`src/hw/gmii_pkg.sv`:
```
package gmii_pkg;

    // one byte on the gmii data lines
    typedef logic [7:0] byte_t;

    // crc-32 register / fcs value
    typedef logic [31:0] crc_t;

    // line symbols ahead of the frame
    localparam byte_t preamble_byte = 8'h55;
    localparam byte_t sfd_byte      = 8'hD5;

    // ethernet crc-32, lsb first
    localparam crc_t crc_init    = 32'hFFFF_FFFF;
    localparam crc_t crc_poly    = 32'hEDB8_8320;   // reflected 0x04c11db7

    // register value once the fcs itself has been shifted through
    localparam crc_t crc_residue = 32'hDEBB_20E3;   // before final inversion

endpackage

```
`src/hw/rx_pkg.sv`:
```
package rx_pkg;

    // byte address into the user ram
    typedef logic [15:0] addr_t;

    // frame length in bytes, fcs included
    typedef logic [15:0] len_t;

    // length stops counting here
    localparam len_t max_len = 16'hFFFF;

    // capture side sequencing
    typedef enum logic [1:0] {
        st_idle,        // waiting for ready low and line quiet
        st_armed,       // base latched, waiting for first byte
        st_receive,     // bytes go out to the ram
        st_done         // results held until ready
    } rx_state_e;

endpackage

```
`src/hw/eth_rx_top.sv`:
```
`timescale 1ns/1ps

module eth_rx_top
    import gmii_pkg::*;
    import rx_pkg::*;
(
    input  logic  gmii_rxc,
    input  logic  rst,
    input  byte_t gmii_rxd_i,
    input  logic  gmii_rx_dv_i,
    input  logic  gmii_rx_er_i,
    input  addr_t rx_addr_i,
    input  logic  rx_ready_i,
    output byte_t rx_data_o,
    output addr_t rx_addr_o,
    output logic  rx_valid_o,
    output len_t  rx_len_o,
    output logic  rx_crc_ok_o,
    output logic  rx_err_o,
    output logic  rx_done_o
);

    logic  byte_valid;
    byte_t byte_data;
    logic  frame_start;
    logic  frame_end;
    logic  in_frame;
    logic  frame_err;
    logic  load_base;
    logic  capture_en;     // per byte, only while receiving

    gmii_frame_parser u_parser (
        .gmii_rxc      (gmii_rxc),
        .rst           (rst),
        .gmii_rxd_i    (gmii_rxd_i),
        .gmii_rx_dv_i  (gmii_rx_dv_i),
        .gmii_rx_er_i  (gmii_rx_er_i),
        .byte_valid_o  (byte_valid),
        .byte_data_o   (byte_data),
        .frame_start_o (frame_start),
        .frame_end_o   (frame_end),
        .in_frame_o    (in_frame),
        .frame_err_o   (frame_err)
    );

    rx_crc32 u_crc (
        .gmii_rxc (gmii_rxc),
        .rst      (rst),
        .init_i   (load_base),
        .en_i     (capture_en),
        .data_i   (byte_data),
        .crc_ok_o (rx_crc_ok_o)
    );

    rx_byte_counter u_counter (
        .gmii_rxc    (gmii_rxc),
        .rst         (rst),
        .load_i      (load_base),
        .inc_i       (capture_en),
        .base_addr_i (rx_addr_i),
        .addr_o      (rx_addr_o),
        .len_o       (rx_len_o)
    );

    rx_capture_fsm u_fsm (
        .gmii_rxc      (gmii_rxc),
        .rst           (rst),
        .rx_ready_i    (rx_ready_i),
        .in_frame_i    (in_frame),
        .frame_start_i (frame_start),
        .frame_end_i   (frame_end),
        .frame_err_i   (frame_err),
        .byte_valid_i  (byte_valid),
        .byte_data_i   (byte_data),
        .load_base_o   (load_base),
        .capture_en_o  (capture_en),
        .rx_valid_o    (rx_valid_o),
        .rx_data_o     (rx_data_o),
        .rx_done_o     (rx_done_o),
        .rx_err_o      (rx_err_o)
    );

endmodule

```
`src/hw/gmii_frame_parser.sv`:
```
`timescale 1ns/1ps

module gmii_frame_parser import gmii_pkg::*; (
    input  logic  gmii_rxc,
    input  logic  rst,
    input  byte_t gmii_rxd_i,
    input  logic  gmii_rx_dv_i,
    input  logic  gmii_rx_er_i,
    output logic  byte_valid_o,
    output byte_t byte_data_o,
    output logic  frame_start_o,
    output logic  frame_end_o,
    output logic  in_frame_o,
    output logic  frame_err_o
);

    typedef enum logic [1:0] {
        ps_hunt,
        ps_preamble,
        ps_data
    } parse_state_e;

    parse_state_e state_q;
    byte_t        rxd_q;
    logic         dv_q;
    logic         er_q;

    // pin register stage
    always_ff @(posedge gmii_rxc) begin
        rxd_q <= gmii_rxd_i;
        if (rst) begin
            dv_q <= 1'b0;
            er_q <= 1'b0;
        end else begin
            dv_q <= gmii_rx_dv_i;
            er_q <= gmii_rx_er_i;
        end
    end

    always_ff @(posedge gmii_rxc) begin
        byte_data_o <= rxd_q;
        if (rst) begin
            state_q       <= ps_hunt;
            byte_valid_o  <= 1'b0;
            frame_start_o <= 1'b0;
            frame_end_o   <= 1'b0;
            in_frame_o    <= 1'b0;
            frame_err_o   <= 1'b0;
        end else begin
            byte_valid_o  <= 1'b0;
            frame_start_o <= 1'b0;
            frame_end_o   <= 1'b0;
            if (frame_end_o) begin
                in_frame_o <= 1'b0;     // held through the end mark
            end
            case (state_q)
                ps_hunt: begin
                    if (dv_q && rxd_q == preamble_byte) begin
                        state_q     <= ps_preamble;
                        frame_err_o <= er_q;    // new frame, fresh error flag
                    end
                end
                ps_preamble: begin
                    frame_err_o <= frame_err_o | er_q;
                    if (!dv_q) begin
                        state_q <= ps_hunt;     // dv gap, start over
                    end else if (rxd_q == sfd_byte) begin
                        state_q    <= ps_data;
                        in_frame_o <= 1'b1;
                    end else if (rxd_q != preamble_byte) begin
                        state_q <= ps_hunt;
                    end
                end
                ps_data: begin
                    if (dv_q) begin
                        byte_valid_o  <= 1'b1;
                        frame_start_o <= !byte_valid_o;     // first byte after sfd
                        frame_err_o   <= frame_err_o | er_q;
                    end else begin
                        frame_end_o <= 1'b1;
                        state_q     <= ps_hunt;
                    end
                end
                default: state_q <= ps_hunt;
            endcase
        end
    end

endmodule

```
`src/hw/rx_byte_counter.sv`:
```
`timescale 1ns/1ps

module rx_byte_counter import rx_pkg::*; (
    input  logic  gmii_rxc,
    input  logic  rst,
    input  logic  load_i,
    input  logic  inc_i,
    input  addr_t base_addr_i,
    output addr_t addr_o,
    output len_t  len_o
);

    addr_t addr_q;
    len_t  len_q;
    logic  has_data;

    assign has_data = (len_q != '0);    // first byte already written

    always_ff @(posedge gmii_rxc) begin
        if (rst) begin
            addr_q <= '0;
            len_q  <= '0;
        end else if (load_i) begin
            addr_q <= base_addr_i;
            len_q  <= '0;
        end else if (inc_i) begin
            if (has_data) begin
                addr_q <= addr_q + 16'd1;   // wraps
            end
            if (len_q != max_len) begin
                len_q <= len_q + 16'd1;
            end
        end
    end

    assign addr_o = addr_q;
    assign len_o  = len_q;

endmodule

```
`src/hw/rx_capture_fsm.sv`:
```
`timescale 1ns/1ps

module rx_capture_fsm
    import gmii_pkg::*;
    import rx_pkg::*;
(
    input  logic  gmii_rxc,
    input  logic  rst,
    input  logic  rx_ready_i,
    input  logic  in_frame_i,
    input  logic  frame_start_i,
    input  logic  frame_end_i,
    input  logic  frame_err_i,
    input  logic  byte_valid_i,
    input  byte_t byte_data_i,
    output logic  load_base_o,
    output logic  capture_en_o,
    output logic  rx_valid_o,
    output byte_t rx_data_o,
    output logic  rx_done_o,
    output logic  rx_err_o
);

    rx_state_e state_q;
    rx_state_e state_d;
    logic      done_latch;

    always_comb begin
        state_d     = state_q;
        load_base_o = 1'b0;
        done_latch  = 1'b0;
        case (state_q)
            st_idle: begin
                // a frame already on the line is let go by
                if (!rx_ready_i && !in_frame_i) begin
                    load_base_o = 1'b1;
                    state_d     = st_armed;
                end
            end
            st_armed: begin
                if (frame_start_i) begin
                    state_d = st_receive;
                end
            end
            st_receive: begin
                if (frame_end_i) begin
                    done_latch = 1'b1;
                    state_d    = st_done;
                end
            end
            st_done: begin
                if (rx_ready_i) begin
                    state_d = st_idle;
                end
            end
            default: state_d = st_idle;
        endcase
    end

    // first byte arrives together with frame_start, still in st_armed
    assign capture_en_o = byte_valid_i &&
                          ((state_q == st_receive) || (state_q == st_armed && frame_start_i));

    assign rx_done_o = (state_q == st_done);

    always_ff @(posedge gmii_rxc) begin
        if (capture_en_o) begin
            rx_data_o <= byte_data_i;
        end
        if (rst) begin
            state_q    <= st_idle;
            rx_valid_o <= 1'b0;
            rx_err_o   <= 1'b0;
        end else begin
            state_q    <= state_d;
            rx_valid_o <= capture_en_o;
            if (load_base_o) begin
                rx_err_o <= 1'b0;
            end else if (done_latch) begin
                rx_err_o <= frame_err_i;    // sticky flag is final at frame_end
            end
        end
    end

endmodule

```
`src/hw/rx_crc32.sv`:
```
`timescale 1ns/1ps

module rx_crc32 import gmii_pkg::*; (
    input  logic  gmii_rxc,
    input  logic  rst,
    input  logic  init_i,
    input  logic  en_i,
    input  byte_t data_i,
    output logic  crc_ok_o
);

    crc_t crc_q;

    // one byte through the reflected crc, lsb first
    function automatic crc_t crc_byte(input crc_t crc, input byte_t d);
        crc_t c;
        c = crc ^ {24'h0, d};
        for (int i = 0; i < 8; i++) begin
            if (c[0]) begin
                c = (c >> 1) ^ crc_poly;
            end else begin
                c = c >> 1;
            end
        end
        return c;
    endfunction

    always_ff @(posedge gmii_rxc) begin
        if (rst) begin
            crc_q <= crc_init;
        end else if (init_i) begin
            crc_q <= crc_init;
        end else if (en_i) begin
            crc_q <= crc_byte(crc_q, data_i);
        end
    end

    // fcs bytes go through too, so a clean frame lands on the residue
    assign crc_ok_o = (crc_q == crc_residue);

endmodule

```
`config.mk`:
```
export PLATFORM = sky130hd
export DESIGN_NAME = eth_rx_top
export DESIGN_NICKNAME = d
export VERILOG_FILES = /design/src/hw/gmii_pkg.sv /design/src/hw/rx_pkg.sv /design/src/hw/eth_rx_top.sv /design/src/hw/gmii_frame_parser.sv /design/src/hw/rx_byte_counter.sv /design/src/hw/rx_capture_fsm.sv /design/src/hw/rx_crc32.sv
export SDC_FILE = /design/constraint.sdc
export NUM_CORES = 1
export LEC_CHECK = 0
export BUFFER_PORTS_ARGS = -buffer_cell sky130_fd_sc_hd__buf_2
export CAP_MARGIN = 5
export CORE_MARGIN = 2
export CORE_UTILIZATION = 62
export CTS_BUF_LIST = sky130_fd_sc_hd__clkbuf_8
export CTS_CLUSTER_DIAMETER = 200
export DETAILED_ROUTE_END_ITERATION = 8
export PLACE_DENSITY_LB_ADDON = 0.1
export SLEW_MARGIN = 10
export SYNTH_ARGS = -nofsm -noshare
export SYNTH_HDL_FRONTEND = slang
export SYNTH_SLANG_ARGS = --single-unit
```
`constraint.sdc`:
```
create_clock -name gmii_rxc -period 3.8 [get_ports gmii_rxc]
set_input_delay 0.38 -clock gmii_rxc [delete_from_list [all_inputs] [get_ports gmii_rxc]]
set_output_delay 0.38 -clock gmii_rxc [all_outputs]
set_load 0.01 [all_outputs]
```
**Word-level counts from Yosys, hierarchy flattened**

Index checks and enable logic that the tools add are counted.

- Flip-flop bits (word level): 101
- Input bits: 29
- Output and inout port bits: 44

- $add $sub $neg: 2
- Equality and inequality tests: 18
- Mux-type cells: 56
- Bitwise logic cells: 12
- Reduce and logical (&&, ||, !) cells: 22

Operators with widths:

| operator | count |
|---|---|
| $mux W32 | 29 |
| $not A13 Y14 | 8 |
| $mux W16 | 3 |
| $add A16 B1 Y16 const B | 2 |
| $eq A32 B32 Y1 const B | 1 |
| $xor A32 B8 Y32 | 1 |
| $mux W2 | 9 |
| $ne A16 B16 Y1 const B | 1 |
| $reduce_bool A16 Y1 | 1 |
| $mux W1 | 12 |
| $eq A8 B7 Y1 const B | 1 |
| $eq A8 B8 Y1 const B | 1 |
| $ne A2 B2 Y1 const B | 4 |
| $ne A8 B7 Y1 const B | 1 |
| $pmux W2 S4 | 1 |
| $eq A2 B2 Y1 const B | 3 |
| $ne A2 B1 Y1 const B | 3 |
| $pmux W2 S3 | 1 |
| $reduce_and A3 Y1 | 2 |
| $eq A2 B1 Y1 const B | 2 |
| $logic_and A1 B1 Y1 | 4 |
| $logic_not A2 Y1 | 2 |
| $ne A4 B4 Y1 const B | 1 |
| $reduce_and A2 Y1 | 2 |
| 10 further kinds | 15 |

**Longest topological paths before layout**

Gate-level depths: netlist (run 1).

- Word-level depth: 39
- Depth in mapped cells: 9
- Mapped depth without buffers: 8

**Modules after synthesis**

Synthesis (run 1) repeated with hierarchy kept, for this count alone.

- Cells, all modules: 537
- Area total of the unflattened synthesis: 5,206.2 µm²

Modules (own cells, without submodules):

| module | instances | cells an instance | area an instance (µm²) | seq. area each (µm²) |
|---|---|---|---|---|
| rx_crc32 | 1 | 206 | 2,016.9 | 640.6 |
| rx_byte_counter | 1 | 233 | 1,909.3 | 640.6 |
| gmii_frame_parser | 1 | 62 | 773.2 | 500.5 |
| rx_capture_fsm | 1 | 36 | 506.7 | 320.3 |

**Least setup slack after synthesis (run 1)**

No wires, ideal clock.

- Path type: flip-flop to flip-flop
- Start point: reg u_fsm.state_q[0]
- End point: reg u_counter.addr_q[3], in the netlist u_counter.addr_o[3]
- Setup time: 0.086 ns
- Arrival time: 1.950 ns
- Required time: 3.714 ns
- Setup slack: 1.765 ns
- Cell stages (with the launch flop): 10
- Buffers on the path: 1
- Path through: dfxtp_1 inv_1 ha_1 a21oi_1 nand2b_1 inv_1 clkbuf_1 nand3_1 xor2_1 a211oi_1

- Word-level cells in the longest chain between the ends: 6
- Elaborated cells between the ends (all ways): 11

Ends and longest elaborated chain:

| item | RTL line | text |
|---|---|---|
| start, declared | rx_capture_fsm.sv:24 | `rx_state_e state_q;` |
| start signal, assigned | rx_capture_fsm.sv:71 | `state_q <= st_idle;` |
| start signal, assigned | rx_capture_fsm.sv:75 | `state_q <= state_d;` |
| $eq A2 B1 Y1 | rx_capture_fsm.sv:62 | `((state_q == st_receive) \|\| (state_q == st_armed && frame_start_i));` |
| $logic_and A1 B1 Y1 | rx_capture_fsm.sv:62 |  |
| $logic_or A1 B1 Y1 * | rx_capture_fsm.sv:62 |  |
| $logic_and A1 B1 Y1 * | rx_capture_fsm.sv:61 | `assign capture_en_o = byte_valid_i &&` |
| net capture_en | eth_rx_top.sv:30 | `logic capture_en;` |
| $reduce_bool A2 Y1 (no source line) * | -- |  |
| $reduce_and A2 Y1 (no source line) * | -- |  |
| end signal, assigned | rx_byte_counter.sv:24 | `addr_q <= base_addr_i;` |
| end signal, assigned | rx_byte_counter.sv:28 | `addr_q <= addr_q + 16'd1;` |
| end, declared | rx_byte_counter.sv:13 | `addr_t addr_q;` |

The timed path passes the listed nets; every way through them passes the cells marked *.
A chain may end at the register's enable or synchronous reset.

**Worst setup path after layout (run 1)**

- Start point: reg u_fsm.state_q[0]
- End point: reg u_counter.addr_q[15], in the netlist u_counter.addr_o[15]

- Word-level cells in the longest chain between the ends: 6
- Elaborated cells between the ends (all ways): 11

Ends and longest elaborated chain:

| item | RTL line |
|---|---|
| $eq A2 B1 Y1 | rx_capture_fsm.sv:62 |
| $logic_and A1 B1 Y1 | rx_capture_fsm.sv:62 |
| $logic_or A1 B1 Y1 | rx_capture_fsm.sv:62 |
| $logic_and A1 B1 Y1 | rx_capture_fsm.sv:61 |
| $reduce_bool A2 Y1 (no source line) | -- |
| $reduce_and A2 Y1 (no source line) | -- |

Parallel ways exist; a longest one is shown, timed or not.

==> impl_metrics.py, run 1 <==
metrics = {
    "status": {
        "status": "finished, final reports clean",
    },
    "floorplanning": {
        "die_area_mm2": 0.00849,
        "io_pins": 73,
        "initial_core_util": 0.633,
        "dieHeight_um": 92.1,
        "core_area_mm2": 0.00761,
        "rows": 32,
        "fp.dieW_um": 92.1,
    },
    "clock_network": {
        "ctsHoldBuffers": 0,
        "cts_buffer_depth": 2,
        "ctsResizeCount": 0,
        "root_buffer": "clkbuf_8",
        "cts-htree-levels": 3,
        "cts_buffers": 9,
        "postCtsSetupBuffers": 0,
        "clkLatencyLatePin_ns": 0.37,
        "path_clk_slew_ns": 0.10,
        "clock_sinks": 101,
        "tritoncts": "done",
    },
    "yosys": {
        "ys_top_cells_by_area": "dfxtp_1, xor2_1, xnor2_1",
        "synth_edf_count": 8,
        "yosysSeqAreaShare": 0.436,
        "synth_top_area_frac": 0.386,
        "ys.flop_type": "dfxtp_1",
        "synth.ff_latch_count": 101,
        "syn-num-nets": 526,
        "yosysTopAreaCell": "dfxtp_1",
        "avgSynthCellArea_um2": 9.89,
        "yosysUniqueCellTypes": 44,
        "syn_area_mm2": 0.00482,
        "synthCells": 487,
        "ys_warn_count": 0,
        "synthArstFlopShare": 0,
    },
    "worst_hold_path": {
        "hold_path_class": "input port to flop",
        "hp-start": "gmii_rxd_i[5]",
    },
    "detailed_routing": {
        "vias_per_cell": 5.56,
        "ant_nets": 0,
        "drc": 0,
        "vias": 3657,
        "routed_wl_um": 10200,
        "drtIter0Drc": 129,
        "first_pass_iters": 4,
        "wl_per_cell_um": 15.5,
    },
    "global_routing": {
        "overflow": 0,
        "grt_pass1_vias": 3543,
        "grt_usage": 0.248,
        "grt_pass1_wl_um": 16700,
        "grt_max_degree": 68,
        "antenna_found_initial": 0,
    },
    "pwr": {
        "finalPower_mw": 2.51,
        "power_density_mw_per_mm2": 458,
        "ir_worst_vdd_uv": 304,
        "leakagePower_nw": 2.28,
    },
    "timing": {
        "fmaxAchievable_mhz": 431,
        "clock_skew_ns": 0.0113,
        "relSlewSlack": 0.387,
        "fin_tns_setup_ns": 0,
        "finalCritPeriodShare": 0.610,
        "rsz0062_at_grt": "no",
        "finalHoldViolCount": 0,
        "tightest_slew_ns": 0.906,
        "slew_viol_final": 0,
        "finalSetupViolCount": 0,
        "setup_ws_ns": 1.48,
        "period_needed_ns": 2.32,
        "holdWs_ns": 0.101,
    },
    "cells_and_area": {
        "final_common_cell": "dfxtp_1",
        "n_fill_cell": 598,
        "multi_input_area_mm2": 0.00259,
        "final_cell_mix": "dfxtp_1, buf_2, nand2_1",
        "post-route-util": 0.721,
        "syn_to_final_growth_pct": 13.8,
        "nets": 590,
        "post_route_cells_drive_above_1_share": 0.200,
        "num_antenna_cells": 0,
        "regArea_mm2": 0.00210,
    },
    "placement": {
        "io_buffers": 72,
        "place_congestion": 0.814,
        "post-place-ws_ns": 1.49,
        "hpwl_um": 7140,
    },
    "setup_path": {
        "worstSetupPathType": "flop to flop",
        "crit_fanout": 5,
        "crit_start": "u_fsm.state_q[0]",
        "arrival_ns": 2.60,
        "worstSetupStartpointType": "flop",
        "required_ns": 4.08,
        "endpoint_kind": "flop",
        "r2r-start": "u_fsm.state_q[0]",
    },
    "run": {
        "cap_violations": 0,
    },
}
==> where the power goes <==
group	switching, mW	total (mW)	internal, mW
sequential	0.0738	1.21	1.14
combinational	0.296	0.516	0.220
clock	0.398	0.781	0.382
total	0.768	2.51	1.74
==> kinds of logic (layout without fill, tap and decap cells) <==
| kind of cell | after synthesis | in the layout | share of synthesized area |
|---|---|---|---|
| mux | 4 | 4 | 0.00831 |
| buf+inv | 34 | 103 | 0.0265 |
| compound gates | 72 | 72 | 0.108 |
| fa+ha+maj | 10 | 10 | 0.0260 |
| xor+xnor | 100 | 100 | 0.220 |
| simple gates | 166 | 166 | 0.175 |
| flops | 101 | 101 | 0.436 |
==> layer usage <==
layer  track usage  vias up  part of all wire
li1              -     1830                 -
met1         0.312     1732              0.43
met2         0.419       83              0.51
met3        0.0575       12             0.041
met4        0.0833        0             0.012
met5             0        -                 0
==> area by class of cell <==
| class | count | share of cell area |
|---|---|---|
| repair buffers | 75 | 0.0698 |
| inverters | 12 | 0.00822 |
| flip-flops and latches | 101 | 0.383 |
| well taps | 102 | 0.0233 |
| clock buffers | 9 | 0.0226 |
| multi-input cells | 352 | 0.473 |
| clock inverters | 7 | 0.0194 |
==> final timing paths <==
check,to,slack (ns),cells past startpoint
max reg2reg,u_counter.addr_o[15],1.48,7
min reg2reg,u_parser.byte_data_o[5],0.36,0
min,u_parser.rxd_q[5],0.10,1
max,u_counter.addr_o[15],1.48,7
==> sequential cells by signal (all words and copies together) (netlist names), 2 cells and up <==
| signal | count |
|---|---|
| u_counter.addr_o | 16 |
| u_parser.byte_data_o | 8 |
| u_parser.rxd_q | 8 |
| u_fsm.state_q | 2 |
| u_counter.len_o | 16 |
| u_fsm.rx_data_o | 8 |
| u_parser.state_q | 2 |
| u_crc.crc_q | 32 |
==> worst max-delay path, stage by stage, from the launching register on <==
cell      delay, ns
dfxtp_1        0.34
inv_1          0.10
ha_1           0.24
a21oi_1        0.12
nor4_1         0.77
nand4_1        0.19
xor2_1         0.18
a211oi_1       0.28
==> through the flow <==
| stage | instance area, um^2 | instances |
|---|---|---|
| 3_5_place_dp | 5250 | 642 |
| 2_1_floorplan | 4820 | 487 |
| 5_1_grt | 5480 | 658 |
| 6_report | 5480 | 658 |
| 4_1_cts | 5480 | 658 |
| 3_3_place_gp | 5250 | 642 |
==> Yosys cell counts (2+ instances only) <==
library cell and number:
a211oi_1 17, a21oi_1 8, and2_1 3, and3_1 7, and4_1 3, buf_1 2
clkbuf_1 20, dfxtp_1 93, edfxtp_1 8, ha_1 10, inv_1 12, mux2i_1 4
nand2_1 47, nand2b_1 4, nand3_1 21, nand4_1 9, nand4b_1 3, nand4bb_1 2
nor2_1 37, nor2b_1 3, nor3_1 9, nor4_1 4, nor4b_1 2, nor4bb_1 2
o2111ai_1 3, o211ai_1 33, o21ai_0 5, or3_1 3, or4_1 3, xnor2_1 40
xnor2_2 10, xnor2_4 5, xor2_1 44
No activity file was read; power rests on OpenSTA's default activity.
==> run 2, diff against run 1 <==
- CORE_UTILIZATION: 62 -> 53
- clock period: 3.8 -> 2.1 ns (I/O delays scaled with it)
==> impl_metrics.py, run 2 (synthesis gave the netlist of run 1 again) <==
metrics = {
    "detailed_routing": {
        "ant_nets": 0,
        "drtIter0Drc": 131,
        "drc": 0,
        "vias": 3745,
        "routed_wl_um": 10300,
        "vias_per_cell": 5.44,
        "first_pass_iters": 4,
        "wl_per_cell_um": 15.0,
    },
    "timing": {
        "setup_ws_ns": 0.0909,
        "fin_tns_setup_ns": 0,
        "period_needed_ns": 2.01,
        "fmaxAchievable_mhz": 498,
        "relSlewSlack": 0.619,
        "tightest_slew_ns": 0.569,
        "slew_viol_final": 0,
        "finalHoldViolCount": 0,
        "clock_skew_ns": 0.0145,
        "finalSetupViolCount": 0,
        "rsz0062_at_grt": "no",
        "finalCritPeriodShare": 0.957,
    },
    "cells_and_area": {
        "final_cell_mix": "dfxtp_1, buf_2, nand2_1",
        "final_area_mm2": 0.00569,
        "regArea_mm2": 0.00210,
        "post_route_cells_drive_above_1_share": 0.228,
        "top_register": "u_crc.crc_q",
        "final_common_cell": "dfxtp_1",
        "largest_reg_flops": 32,
        "nets": 614,
        "syn_to_final_growth_pct": 18.1,
        "multi_input_area_mm2": 0.00262,
        "n_fill_cell": 748,
        "num_antenna_cells": 0,
    },
    "clock_network": {
        "cts_buffers": 9,
        "postCtsSetupBuffers": 0,
        "cts-htree-levels": 3,
        "clock_sinks": 101,
        "tritoncts": "done",
        "path_clk_slew_ns": 0.09,
        "clkLatencyLatePin_ns": 0.36,
        "cts_buffer_depth": 2,
        "root_buffer": "clkbuf_8",
    },
    "pwr": {
        "p_int_mw": 2.96,
        "leakagePower_nw": 2.39,
        "p_sw_frac": 0.322,
        "p_seq_frac": 0.504,
        "power_density_mw_per_mm2": 767,
        "p_comb_frac": 0.225,
        "ir_worst_vdd_uv": 618,
        "power_frac_clock": 0.270,
        "p_switching_mw": 1.41,
    },
    "placement": {
        "post-place-ws_ns": 0.0474,
        "postPlaceCellArea_mm2": 0.00539,
        "io_buffers": 72,
        "place_congestion": 0.832,
        "hpwl_um": 7450,
    },
    "run": {
        "cap_violations": 0,
    },
    "global_routing": {
        "overflow": 0,
        "antenna_found_initial": 0,
        "grt_pass1_vias": 3584,
        "grt_usage": 0.216,
        "grt_max_degree": 68,
        "grt_pass1_wl_um": 17200,
    },
    "floorplanning": {
        "fp.dieW_um": 99.3,
        "rows": 34,
        "io_pins": 73,
        "die_area_mm2": 0.00987,
        "core_area_mm2": 0.00876,
        "initial_core_util": 0.550,
        "dieHeight_um": 99.3,
    },
    "setup_path": {
        "worstSetupStartpointType": "flop",
        "worstSetupPathType": "flop to primary output",
        "endpoint_kind": "primary output",
        "required_ns": 1.89,
        "crit_fanout": 3,
        "arrival_ns": 1.80,
    },
    "worst_hold_path": {
        "hold_path_class": "input port to flop",
    },
    "status": {
        "status": "finished, final reports clean",
    },
}
## run 2: changes by cell type in the layout (fill, tap and decap cells not counted), sizes merged
| cell | previous run | this run |
|---|---|---|
| dlygate4sd3 | 0 | 8 |
| bufinv | 2 | 0 |
| buf | 75 | 91 |
| clkinvlp | 2 | 0 |
| clkinv | 0 | 4 |
## run 2: power groups by stage
stage	combinational (mW)	clock [mW]	sequential, mW
after detailed placement	0.946	0	2.24
after global placement	0.932	0	2.24
after global routing	1.09	1.29	2.22
after CTS	0.971	1.22	2.20
final	0.983	1.18	2.20
after floorplan	0.640	0	2.26
## run 2: worst max-delay path, stage by stage (launching register included)
cell and delay (ns):
dfxtp_1 0.35, nand4b_1 0.20, or4_1 0.55, nor3_2 0.20, buf_2 0.15
## run 2: stage by stage
stage          utilization  std cells  power (mW)  hold WS [ns]
2_1_floorplan            -        487        2.90         0.238
3_3_place_gp         0.615        664        3.17         0.313
3_5_place_dp         0.615        664        3.19         0.314
4_1_cts              0.646        688        4.39        0.0487
5_1_grt              0.649        688        4.60        0.0517
6_report             0.649        688        4.36        0.0613
## run 2: timing repair
item / 4_1_cts / 5_1_grt
hold endpoints to repair: 8 / 0
hold buffers: 8 / 0
gates resized for setup: 0 / 6
setup endpoints to repair: 0 / 22
## run 2: final timing paths
kind	start	to	slack [ns]	cells past startpoint
worst max-delay path	u_crc.crc_q[18]	rx_crc_ok_o	0.09	4
worst min-delay path	gmii_rx_er_i	u_parser.er_q	0.06	2
worst max register to register	u_fsm.state_q[0]	u_counter.len_o[15]	0.16	7
worst min register to register	u_parser.rxd_q[3]	u_parser.byte_data_o[3]	0.35	0
## run 2: metal layers
metal | track usage | vias up | share of wire
li1 | - | 1876 | -
met1 | 0.283 | 1762 | 0.46
met2 | 0.365 | 95 | 0.49
met3 | 0.0394 | 12 | 0.043
met4 | 0.0653 | 0 | 0.011
met5 | 0 | - | 0
## run 2: cell type report
class,instances,area share
Clock buffer,9,0.0218
Clock inverter,7,0.0117
Inverter,12,0.00792
Multi-Input combinational cell,352,0.461
Sequential cell,101,0.370
Tap cell,108,0.0238
Timing Repair Buffer,99,0.105
==> run 3, diff against run 2 <==
- MAX_ROUTING_LAYER: default -> met4
==> impl_metrics.py, run 3 (synthesis gave the netlist of run 1 again) <==
metrics = {
    "status": {
        "status": "finished, final reports clean",
    },
    "timing": {
        "holdWs_ns": 0.0599,
        "relSlewSlack": 0.620,
        "setup_ws_ns": 0.0804,
        "fin_tns_setup_ns": 0,
        "rsz0062_at_grt": "no",
        "slew_viol_final": 0,
        "finalCritPeriodShare": 0.962,
        "finalSetupViolCount": 0,
        "finalHoldViolCount": 0,
        "period_needed_ns": 2.02,
        "clock_skew_ns": 0.0160,
        "fmaxAchievable_mhz": 495,
        "tightest_slew_ns": 0.568,
    },
    "clock_network": {
        "tritoncts": "done",
        "cts_buffers": 9,
        "cts_buffer_depth": 2,
        "path_clk_slew_ns": 0.09,
        "root_buffer": "clkbuf_8",
        "clkLatencyLatePin_ns": 0.36,
        "postCtsSetupBuffers": 0,
        "cts-htree-levels": 3,
        "clock_sinks": 101,
    },
    "setup_path": {
        "endpoint_kind": "primary output",
        "required_ns": 1.89,
        "arrival_ns": 1.81,
        "r2r-start": "u_fsm.state_q[1]",
        "crit_fanout": 3,
        "worstSetupPathType": "flop to primary output",
        "worstSetupStartpointType": "flop",
        "r2r.worst_path.cells": 6,
        "rrSetupSlack_ns": 0.15,
        "r2r_end": "u_counter.len_o[15]",
    },
    "cells_and_area": {
        "n_fill_cell": 748,
        "largest_reg_flops": 32,
        "post_route_cells_drive_above_1_share": 0.228,
        "post-route-util": 0.649,
        "final_common_cell": "dfxtp_1",
        "final_cells": 688,
        "final_area_mm2": 0.00569,
        "num_antenna_cells": 0,
        "syn_to_final_growth_pct": 18.1,
        "top_register": "u_crc.crc_q",
        "final_cell_mix": "dfxtp_1, buf_2, nand2_1",
        "nets": 614,
    },
    "floorplanning": {
        "rows": 34,
        "io_pins": 73,
        "fp.dieW_um": 99.3,
        "core_area_mm2": 0.00876,
        "initial_core_util": 0.550,
        "dieHeight_um": 99.3,
        "die_area_mm2": 0.00987,
    },
    "global_routing": {
        "grt_max_degree": 68,
        "grt_pass1_vias": 3585,
        "grt_usage": 0.223,
        "overflow": 0,
        "antenna_found_initial": 0,
        "grt_pass1_wl_um": 17300,
    },
    "pwr": {
        "finalPower_mw": 4.36,
        "ir_worst_vdd_uv": 619,
        "leakagePower_nw": 2.39,
        "power_density_mw_per_mm2": 766,
    },
    "placement": {
        "place_congestion": 0.844,
        "post-place-ws_ns": 0.0474,
        "postPlaceCellArea_mm2": 0.00539,
        "placedCellCount": 664,
        "io_buffers": 72,
        "hpwl_um": 7450,
    },
    "detailed_routing": {
        "vias_per_cell": 5.44,
        "wl_per_cell_um": 15.0,
        "ant_nets": 0,
        "routed_wl_um": 10300,
        "vias": 3746,
        "drc": 0,
        "first_pass_iters": 4,
        "drtIter0Drc": 144,
    },
    "worst_hold_path": {
        "hold_path_depth": 2,
        "hold_end": "u_parser.er_q",
        "hold_path_class": "input port to flop",
        "hp-start": "gmii_rx_er_i",
    },
    "run": {
        "cap_violations": 0,
    },
}
## run 3: cell counts in the layout (fill, tap and decap cells not counted)
No cell type changed its count.
## run 3: area by class of cell
cell class | instances | area [um^2] | area share
clock buffer | 9 | 124 | 0.0218
inverter | 12 | 45.0 | 0.00792
sequential | 101 | 2100 | 0.370
clock inverter | 7 | 66.3 | 0.0117
tap | 108 | 135 | 0.0238
timing repair buffer | 99 | 596 | 0.105
multi-input combinational | 352 | 2620 | 0.461
## run 3: how the worst max path moves through the flow
stage                                start             endpoint  slack, ns  cells past startpoint
after CTS                  u_crc.crc_q[20]          rx_crc_ok_o       0.02                      4
final                      u_crc.crc_q[18]          rx_crc_ok_o       0.08                      4
after detailed placement  u_fsm.state_q[0]      u_crc.crc_q[18]       0.05                      7
after floorplan           u_fsm.state_q[0]  u_counter.addr_o[3]       0.06                      9
after global placement    u_fsm.state_q[0]  u_counter.len_o[10]       0.13                      7
after global routing      u_fsm.state_q[1]  u_counter.addr_o[9]       0.01                      7
## run 3: report_power, final
group	internal (mW)	switching (mW)	leakage, nW
clock	0.460	0.718	0.0978
sequential	2.06	0.139	0.832
combinational	0.433	0.546	1.46
## run 3: timing repair
action                                  in CTS  in global routing
hold buffers                                 8                  0
resized for setup                            0                  6
endpoints found under the setup margin       0                 22
endpoints found under the hold margin        8                  0
## run 3: layer usage
metal,part of all wire,track usage,up-vias
li1,-,-,1877
met1,0.47,0.284,1769
met2,0.49,0.365,89
met3,0.037,0.0394,11
met4,0.011,0.0653,0
met5,0,-,-
## run 3: critical path: stages (launching register included)
cell and delay (ns):
dfxtp_1 0.35, nand4b_1 0.20, or4_1 0.55, nor3_2 0.21, buf_2 0.15
